--- src/led_macros.svh ---
`ifndef LED_MACROS_SVH
`define LED_MACROS_SVH

// Pattern and strand size
`define LED_NUM_LEDS        6   // Pixels the moving pattern walks over
`define LED_STRAND_LEDS     8   // Pixels sent per frame
`define LED_FRAMES_PER_LED  3
`define LED_IDX_WIDTH       3

// Width of the shared event counter, wide enough for the reset gap
`define LED_CNT_WIDTH       6

// Pulse timing in clock cycles
`define LED_BIT_CYCLES      10
`define LED_T0H_CYCLES      3
`define LED_T1H_CYCLES      7
`define LED_RESET_CYCLES    40

// Colour word layout and the lit colour
`define LED_CHAN_WIDTH      8
`define LED_WORD_WIDTH      (3 * `LED_CHAN_WIDTH)
`define LED_GREEN_VAL       8'hA5
`define LED_RED_VAL         8'h3C
`define LED_BLUE_VAL        8'h81

`endif

--- src/led_pkg.sv ---
`default_nettype none

`include "led_macros.svh"

package led_pkg;

    // Pixel index asked for by the driver
    typedef struct packed {
        logic [`LED_IDX_WIDTH-1:0] idx;
    } led_req_t;

    // Channels in the order they go out on the wire
    typedef struct packed {
        logic [`LED_CHAN_WIDTH-1:0] green;
        logic [`LED_CHAN_WIDTH-1:0] red;
        logic [`LED_CHAN_WIDTH-1:0] blue;
    } rgb_t;

    // Shift word for the driver, channel view for the generator
    typedef union packed {
        logic [`LED_WORD_WIDTH-1:0] word;
        rgb_t                       rgb;
    } pixel_color_t;

endpackage

`default_nettype wire

--- src/evt_counter.sv ---
`default_nettype none

`include "led_macros.svh"

module evt_counter (
    input  logic                      clk_in,
    input  logic                      rst_in,
    input  logic                      evt_in,
    input  logic [`LED_CNT_WIDTH-1:0] limit,
    output logic [`LED_CNT_WIDTH-1:0] count,
    output logic                      wrap
);

    logic [`LED_CNT_WIDTH-1:0] last_count;

    assign last_count = limit - `LED_CNT_WIDTH'(1);

    // High on the event that takes count back to zero
    assign wrap = evt_in && (count == last_count);

    always_ff @(posedge clk_in) begin
        if (rst_in) begin
            count <= '0;
        end else if (wrap) begin
            count <= '0;
        end else if (evt_in) begin
            count <= count + `LED_CNT_WIDTH'(1);
        end
    end

endmodule

`default_nettype wire

--- src/moving_pix.sv ---
`default_nettype none

`include "led_macros.svh"

module moving_pix (
    input  logic                  clk_in,
    input  logic                  rst_in,
    input  logic                  req_valid,
    input  led_pkg::led_req_t     req,
    output logic                  req_ready,
    output logic                  color_valid,
    output led_pkg::pixel_color_t color
);

    logic                      req_xfer;
    logic                      frame_end;
    logic                      frame_wrap;
    logic [`LED_IDX_WIDTH-1:0] lit_idx;
    led_pkg::pixel_color_t     lit_color;
    led_pkg::pixel_color_t     black;

    assign req_xfer = req_valid && req_ready;

    // Request for the last strand pixel closes the frame
    assign frame_end = req_xfer &&
                       (req.idx == `LED_IDX_WIDTH'(`LED_STRAND_LEDS - 1));

    // Lit colour is built channel by channel
    always_comb begin
        lit_color.rgb.green = `LED_GREEN_VAL;
        lit_color.rgb.red   = `LED_RED_VAL;
        lit_color.rgb.blue  = `LED_BLUE_VAL;
        black.word          = '0;
    end

    // Frames shown so far for the current lit pixel
    evt_counter u_frame_cnt (
        .clk_in (clk_in),
        .rst_in (rst_in),
        .evt_in (frame_end),
        .limit  (`LED_CNT_WIDTH'(`LED_FRAMES_PER_LED)),
        .count  (),
        .wrap   (frame_wrap)
    );

    always_ff @(posedge clk_in) begin
        if (rst_in) begin
            lit_idx <= '0;
        end else if (frame_wrap) begin
            if (lit_idx == `LED_IDX_WIDTH'(`LED_NUM_LEDS - 1)) begin
                lit_idx <= '0;
            end else begin
                lit_idx <= lit_idx + `LED_IDX_WIDTH'(1);
            end
        end
    end

    // One request in flight, ready drops until the answer is out
    always_ff @(posedge clk_in) begin
        if (rst_in) begin
            req_ready   <= 1'b1;
            color_valid <= 1'b0;
        end else begin
            color_valid <= req_xfer;
            req_ready   <= !req_xfer;
        end
    end

    // Uses the lit index from before any advance on this edge
    always_ff @(posedge clk_in) begin
        if (req_xfer) begin
            color <= (req.idx == lit_idx) ? lit_color : black;
        end
    end

endmodule

`default_nettype wire

--- src/strand_driver.sv ---
`default_nettype none

`include "led_macros.svh"

module strand_driver (
    input  logic                  clk_in,
    input  logic                  rst_in,
    output logic                  req_valid,
    output led_pkg::led_req_t     req,
    input  logic                  req_ready,
    input  logic                  color_valid,
    input  led_pkg::pixel_color_t color,
    output logic                  data_out
);

    typedef enum logic [1:0] {
        GAP,
        REQUEST,
        WAIT,
        SEND
    } drv_state_t;

    drv_state_t state;
    drv_state_t state_next;

    led_pkg::pixel_color_t shift_word;

    logic [`LED_CNT_WIDTH-1:0] cyc_limit;
    logic [`LED_CNT_WIDTH-1:0] cyc_count;
    logic                      cyc_evt;
    logic                      cyc_wrap;
    logic                      bit_evt;
    logic                      bit_wrap;
    logic [`LED_CNT_WIDTH-1:0] pix_count;
    logic                      pix_wrap;
    logic [`LED_CNT_WIDTH-1:0] high_time;
    logic                      cur_bit;
    logic                      line_next;

    // The cycle counter times both the reset gap and each bit
    assign cyc_evt   = (state == GAP) || (state == SEND);
    assign cyc_limit = (state == GAP) ? `LED_CNT_WIDTH'(`LED_RESET_CYCLES)
                                      : `LED_CNT_WIDTH'(`LED_BIT_CYCLES);

    assign bit_evt = cyc_wrap && (state == SEND);   // End of a bit

    evt_counter u_cyc_cnt (
        .clk_in (clk_in),
        .rst_in (rst_in),
        .evt_in (cyc_evt),
        .limit  (cyc_limit),
        .count  (cyc_count),
        .wrap   (cyc_wrap)
    );

    evt_counter u_bit_cnt (
        .clk_in (clk_in),
        .rst_in (rst_in),
        .evt_in (bit_evt),
        .limit  (`LED_CNT_WIDTH'(`LED_WORD_WIDTH)),
        .count  (),
        .wrap   (bit_wrap)
    );

    evt_counter u_pix_cnt (
        .clk_in (clk_in),
        .rst_in (rst_in),
        .evt_in (bit_wrap),                        // Last bit of a pixel
        .limit  (`LED_CNT_WIDTH'(`LED_STRAND_LEDS)),
        .count  (pix_count),
        .wrap   (pix_wrap)
    );

    // Request side
    assign req_valid = (state == REQUEST);
    assign req.idx   = pix_count[`LED_IDX_WIDTH-1:0];  // Stable until the pixel is sent

    always_comb begin
        state_next = state;
        case (state)
            GAP: begin
                if (cyc_wrap) begin
                    state_next = REQUEST;
                end
            end
            REQUEST: begin
                if (req_valid && req_ready) begin
                    state_next = WAIT;
                end
            end
            WAIT: begin
                if (color_valid) begin
                    state_next = SEND;
                end
            end
            SEND: begin
                if (pix_wrap) begin
                    state_next = GAP;      // Frame done, hold the line low
                end else if (bit_wrap) begin
                    state_next = REQUEST;  // Fetch the next pixel
                end
            end
            default: begin
                state_next = GAP;
            end
        endcase
    end

    always_ff @(posedge clk_in) begin
        if (rst_in) begin
            state <= GAP;
        end else begin
            state <= state_next;
        end
    end

    // MSB goes out first
    always_ff @(posedge clk_in) begin
        if ((state == WAIT) && color_valid) begin
            shift_word <= color;
        end else if (bit_evt) begin
            shift_word.word <= {shift_word.word[`LED_WORD_WIDTH-2:0], 1'b0};
        end
    end

    assign cur_bit   = shift_word.word[`LED_WORD_WIDTH-1];
    assign high_time = cur_bit ? `LED_CNT_WIDTH'(`LED_T1H_CYCLES)
                               : `LED_CNT_WIDTH'(`LED_T0H_CYCLES);

    // High for the first part of the bit, low for the rest
    assign line_next = (state == SEND) && (cyc_count < high_time);

    // Registered so the line has no glitches
    always_ff @(posedge clk_in) begin
        if (rst_in) begin
            data_out <= 1'b0;
        end else begin
            data_out <= line_next;
        end
    end

endmodule

`default_nettype wire

--- src/led_strand_top.sv ---
`default_nettype none

module led_strand_top (
    input  logic clk_in,
    input  logic rst_in,
    output logic data_out
);

    // Request channel, driver to generator
    logic                  req_valid;
    led_pkg::led_req_t     req;
    logic                  req_ready;

    // Response channel, generator to driver
    logic                  color_valid;
    led_pkg::pixel_color_t color;

    moving_pix u_pattern (
        .clk_in      (clk_in),
        .rst_in      (rst_in),
        .req_valid   (req_valid),
        .req         (req),
        .req_ready   (req_ready),
        .color_valid (color_valid),
        .color       (color)
    );

    strand_driver u_driver (
        .clk_in      (clk_in),
        .rst_in      (rst_in),
        .req_valid   (req_valid),
        .req         (req),
        .req_ready   (req_ready),
        .color_valid (color_valid),
        .color       (color),
        .data_out    (data_out)         // Straight to the strand
    );

endmodule

`default_nettype wire

--- config.mk ---
export PLATFORM = sky130hd
export DESIGN_NAME = led_strand_top
export DESIGN_NICKNAME = d
export VERILOG_FILES = /design/src/led_pkg.sv /design/src/evt_counter.sv /design/src/moving_pix.sv /design/src/strand_driver.sv /design/src/led_strand_top.sv
export VERILOG_INCLUDE_DIRS = /design/src
export SDC_FILE = /design/constraint.sdc
export NUM_CORES = 1
export LEC_CHECK = 0
export BUFFER_PORTS_ARGS = -buffer_cell sky130_fd_sc_hd__buf_2
export CORE_ASPECT_RATIO = 2
export CORE_MARGIN = 1
export CORE_UTILIZATION = 43
export DETAILED_ROUTE_END_ITERATION = 16
export GPL_TIMING_DRIVEN = 0
export PLACE_DENSITY = 0.62
export SETUP_SLACK_MARGIN = 0.02
export SKIP_CTS_REPAIR_TIMING = 1
export SLEW_MARGIN = 20
export SYNTH_ARGS = -nofsm -noshare
export SYNTH_HDL_FRONTEND = slang
export SYNTH_SLANG_ARGS = --single-unit
--- constraint.sdc ---
create_clock -name clk_in -period 6.1 [get_ports clk_in]
set_input_delay 1.22 -clock clk_in [delete_from_list [all_inputs] [get_ports clk_in]]
set_output_delay 1.22 -clock clk_in [all_outputs]
set_load 0.01 [all_outputs]
## Word-level counts from Yosys, hierarchy flattened

Cells that the tools add are included.

- Flip-flop bits (word level): 80
- Input bits: 2
- Output and inout port bits: 1
- Logic and storage cells: 62

- $add $sub $neg: 6
- Order comparisons: 1
- Eq/ne operators: 14
- Mux-type cells: 12
- Reduce and logical (&&, ||, !) cells: 18

Operator list:

| kind | number |
|---|---|
| 24-bit 2-to-1 mux | 3 |
| 6-bit by 1-bit adder with 6-bit output, second input constant | 4 |
| 2-bit 2-to-1 mux | 5 |
| 1-bit logical AND | 9 |
| 2-bit case mux with 4 select lines | 1 |
| 2-bit OR reduction | 4 |
| 3-bit equality test, second input constant | 2 |
| 6-bit by 2-bit equality test with 1-bit output, second input constant | 1 |
| 6-bit by 3-bit equality test with 1-bit output, second input constant | 1 |
| 6-bit by 5-bit equality test with 1-bit output, second input constant | 1 |
| 6-bit equality test | 1 |
| 6-bit less-than comparator | 1 |
| 3-bit 2-to-1 mux | 2 |
| 6-bit 2-to-1 mux | 1 |
| 6-bit by 1-bit subtractor with 6-bit output, second input constant | 1 |
| 2-bit equality test, second input constant | 2 |
| 2-bit inequality test, second input constant | 2 |
| 4-bit AND reduction | 1 |
| 3-bit by 1-bit adder with 3-bit output, second input constant | 1 |
| 3-bit equality test | 1 |
| 3-bit by 2-bit inequality test with 1-bit output, second input constant | 1 |
| 2-bit by 1-bit equality test with 1-bit output, second input constant | 1 |
| 2-bit logical NOT | 1 |
| 2-bit by 1-bit inequality test with 1-bit output, second input constant | 1 |
| 3 further kinds | 3 |

## Logic depth before layout (Yosys ltp)

- Word-level depth: 10
- Mapped depth: 7
- Mapped depth without buffers: 6

## Cells and area by module

Synthesis repeated with hierarchy kept, for this count alone.

- Cell total of the unflattened synthesis: 335
- Area, all modules: 3,577.2 sq um

By module, submodules not included:

| module | times used | cells each | area each (sq um) | seq. area each (sq um) |
|---|---|---|---|---|
| evt_counter | 4 | 50 | 465.4 | 120.1 |
| strand_driver | 1 | 86 | 1,285.0 | 780.7 |
| moving_pix | 1 | 49 | 430.4 | 130.1 |

## Worst setup path after synthesis

No wires, ideal clock.

- Path type: reg2reg
- From: register u_driver.state[0]
- To: register u_driver.shift_word[0] (netlist name), enable pin
- Setup time: 381 ps
- Arrival: 2,007 ps
- Data required time: 5,719 ps
- Slack: 3,712 ps
- Cell stages (with the launch flop): 7
- Path buffers: 1
- Clock period less this slack: 2,388 ps
- Cell sequence: dfxtp_1 -> inv_1 -> ha_1 -> nor4b_1 -> o2111ai_1 -> clkbuf_1 -> nand2_1

- Word-level cells in the longest chain between the ends: 7
- Elaborated cells on any way between the ends: 11
- Classes of those cells: 1 x add/sub; 3 x eq/ne; 1 x mux; 6 x reduce/logical

Ends and longest elaborated chain:

| item | RTL line | RTL |
|---|---|---|
| start: declaration | strand_driver.sv:23 | `drv_state_t state;` |
| start signal: assignment | strand_driver.sv:113 | `state <= state_next;` |
| 2-bit logical NOT | strand_driver.sv:41, strand_driver.sv:42 |  |
| 6-bit 2-to-1 mux | strand_driver.sv:42 | `` assign cyc_limit = (state == GAP) ? `LED_CNT_WIDTH'(`LED_RESET_CYCLES) `` |
| 6-bit by 1-bit subtractor with 6-bit output | evt_counter.sv:16 | `` assign last_count = limit - `LED_CNT_WIDTH'(1); `` |
| 6-bit equality test | evt_counter.sv:19 | `assign wrap = evt_in && (count == last_count);` |
| 1-bit logical AND | evt_counter.sv:19 |  |
| 1-bit logical AND | strand_driver.sv:45 | `assign bit_evt = cyc_wrap && (state == SEND);` |
| 2-bit nonzero test (no line) (*) | -- |  |
| end signal: assignment | strand_driver.sv:120 | `shift_word <= color;` |
| end: declaration | strand_driver.sv:26 | `led_pkg::pixel_color_t shift_word;` |

Every way passes the cells marked *; elsewhere a longest branch is shown, timed or not.
A chain may end at the register's enable or synchronous reset.

## Worst setup path in the final report

- From: register u_driver.state[0]
- To: register u_driver.shift_word[20] (netlist name), enable pin

The elaborated chain is that of the path after synthesis.

==> results.py <==
metrics = {
    "sta": {
        "setup_slack_ns": 3.24,
        "min_period_ns": 2.86,
        "final.setup.tns_ns": 0,
        "slew_violations": 0,
        "setup_viol": 0,
        "final_hold_viol_count": 0,
        "maxSlewHeadroom_pct": 38.2,
        "fmax_ghz": 0.349,
        "clock_skew_ns": 0.00482,
        "timing.final.crit_share_pct": 47.0,
        "rsz0062_at_grt": "no",
        "worst_pin_slew_ns": 0.925,
    },
    "cts": {
        "cts_tree": "built",
        "htree_levels": 3,
        "clock_sinks": 57,
        "root_buffer": "clkbuf_16",
        "cts_buffers": 9,
        "clk_latency_ns": 0.33,
        "clock_path_buffers": 2,
        "path_clk_slew_ns": 0.05,
    },
    "cells_and_area": {
        "fin_cells": 327,
        "area_growth_pct": 16.7,
        "fin_nets": 272,
        "final_cell_mix": "dfxtp_1, edfxtp_1, nor2_1",
        "seqCellArea_um2": 1390,
        "postLayoutCoreUtil_pct": 52.0,
        "drive_gt1_share_pct": 10.2,
        "fillers": 544,
        "diodes": 0,
        "final_common_cell": "dfxtp_1",
        "multiInputGateArea_um2": 1200,
    },
    "floorplan": {
        "io_pins": 3,
        "row_count": 40,
        "fp.dieW_um": 57.6,
        "die_height_um": 113,
        "initial_core_util_pct": 44.6,
        "dieArea_um2": 6510,
        "core-area_um2": 5960,
    },
    "setup_path": {
        "critPathMaxFanout": 24,
        "cp.required_ns": 6.04,
        "slowest_delay_ns": 0.75,
        "critical-path-top-delay-family": "simple AND/OR/NAND/NOR gates",
        "end_kind": "register",
        "worst_ep_arrival_time_ns": 2.81,
        "cp_cell_sequence": "inv_1, ha_1, nor4b_1, o2111ai_1, clkbuf_1, nand2_1",
        "worstSetupPathType": "reg -> reg",
        "path_buf_inv": 2,
        "cpMaxStageDelayCell": "nand2_1",
        "cp-start-kind": "register",
    },
    "power_and_ir_drop": {
        "finalPower_mw": 0.997,
        "p_per_area_nw_per_um2": 322,
        "p_leak_nw": 1.22,
        "ir_drop_mv": 0.279,
    },
    "synth": {
        "synthCells": 246,
        "seq_area_frac_synth_pct": 52.4,
        "yosysUniqueCellTypes": 48,
        "yosysWarnings": 0,
        "netlist.area_leader.share_pct": 28.3,
        "synth.net_count": 259,
        "postSynthAreaPerCell_um2": 10.8,
        "synthFlopType": "dfxtp_1",
        "netlist_top_cells_area": "edfxtp_1, dfxtp_1, ha_1",
        "synth.cell_area_um2": 2650,
        "synth-seq-cells": 57,
        "async_flop_share_pct": 0,
        "synth_top_area_cell": "edfxtp_1",
        "synth_edf_count": 25,
    },
    "min_path": {
        "hold_path_class": "reg -> reg",
    },
    "global_routing": {
        "grt_pass1_vias": 1749,
        "grt_use_total_pct": 17.0,
        "grt_remaining_overflow": 0,
        "grt_pass1_wl_um": 8180,
        "grt_max_degree": 25,
        "antenna_found_initial": 0,
    },
    "place": {
        "dp_slack_ns": 3.22,
        "place_hpwl_um": 3360,
        "dpl.cell_count": 311,
        "place_congestion": 0.797,
        "io_buffers": 2,
    },
    "detailed_routing": {
        "wire_per_inst_um": 14.7,
        "dr.pass1.iters": 4,
        "finalWirelength_um": 4820,
        "num_vias": 1810,
        "avgViaCountPerCell": 5.54,
        "route.detailed.drc": 0,
        "first_iter_violations": 49,
        "drtAntennaViolNets": 0,
    },
    "run_status": {
        "status": "finished, final reports clean",
    },
    "job": {
        "max_cap_violations": 0,
    },
}
==> through the flow <==
step                hold slack (ns)  area [µm²]
floorplan                     0.458        2650
detailed placement            0.486        2740
finish                        0.494        3100
global placement              0.477        2740
CTS                           0.493        3100
global route                  0.530        3100
==> worst min-delay path, delay by kind of cell, from the launching register on <==
kind	cells	cell delay, ns
flops	1	0.32
compound gates	2	0.13
==> state kept, by name, summed over array words and instances (netlist names) <==
register / count
u_pattern.req_ready: 1
u_pattern.color_valid: 1
u_pattern.u_frame_cnt.count: 6
u_driver.u_bit_cnt.count: 6
u_driver.u_pix_cnt.count: 6
u_driver.state: 2
u_pattern.color: 1
u_driver.u_cyc_cnt.count: 6
u_driver.shift_word: 24
u_driver.data_out: 1
u_pattern.lit_idx: 3
==> cell usage after synthesis (2+ instances only) <==
library cell,n
a21oi_1,6
nor2_1,19
nand2b_1,7
a21o_1,9
nor2b_1,7
edfxtp_1,25
nand2_1,11
xor2_1,11
dfxtp_1,32
or3_1,4
clkbuf_1,7
xnor2_1,3
and2b_1,2
nor4b_1,2
nand4b_1,2
o21ai_0,4
and2_1,16
o31ai_1,2
or3b_2,3
mux2i_1,9
nand3_1,6
or4_1,3
inv_1,7
and3_1,4
nor4_1,5
nor3_1,6
nand4_1,3
ha_1,11
==> metal layers <==
metal / up-vias / track usage, % / share of wire (%)
li1: 913 / - / -
met1: 874 / 18.0 / 41
met2: 16 / 29.4 / 54
met3: 7 / 4.80 / 2.8
met4: 0 / 9.27 / 2.3
met5: - / 0 / 0
==> cell type report <==
class,instances,area share (%)
sequential,57,44.9
clock inverter,6,3.72
multi-input combinational,174,38.9
buffer,8,1.01
inverter,7,0.848
clock buffer,10,7.72
timing repair buffer,2,0.323
tap,63,2.55
==> path summary, 6_finish.rpt <==
check	end	slack [ns]	depth (start not counted)	start
worst max-delay path	u_driver.shift_word[20]	3.24	6	u_driver.state[0]
worst min register to register	u_driver.u_bit_cnt.count[5]	0.49	2	u_driver.u_bit_cnt.count[5]
worst max register to register	u_driver.shift_word[20]	3.24	6	u_driver.state[0]
worst min-delay path	u_driver.u_bit_cnt.count[5]	0.49	2	u_driver.u_bit_cnt.count[5]
==> kinds of logic after synthesis <==
family / after synthesis / share of synthesized area, %
simple gates: 107 / 23.4
buf+inv: 15 / 2.17
mux: 10 / 3.82
compound gates: 32 / 8.35
flops: 57 / 52.4
fa+ha+maj: 11 / 5.19
xor+xnor: 14 / 4.62
==> report_power, final <==
part	total (mW)	leakage, nW	internal, mW	switching (mW)
Clock	0.584	0.169	0.411	0.173
Sequential	0.400	0.479	0.397	0.00284
Combinational	0.0123	0.569	0.00520	0.00706
Note: power is estimated with default switching activity, not from simulation.
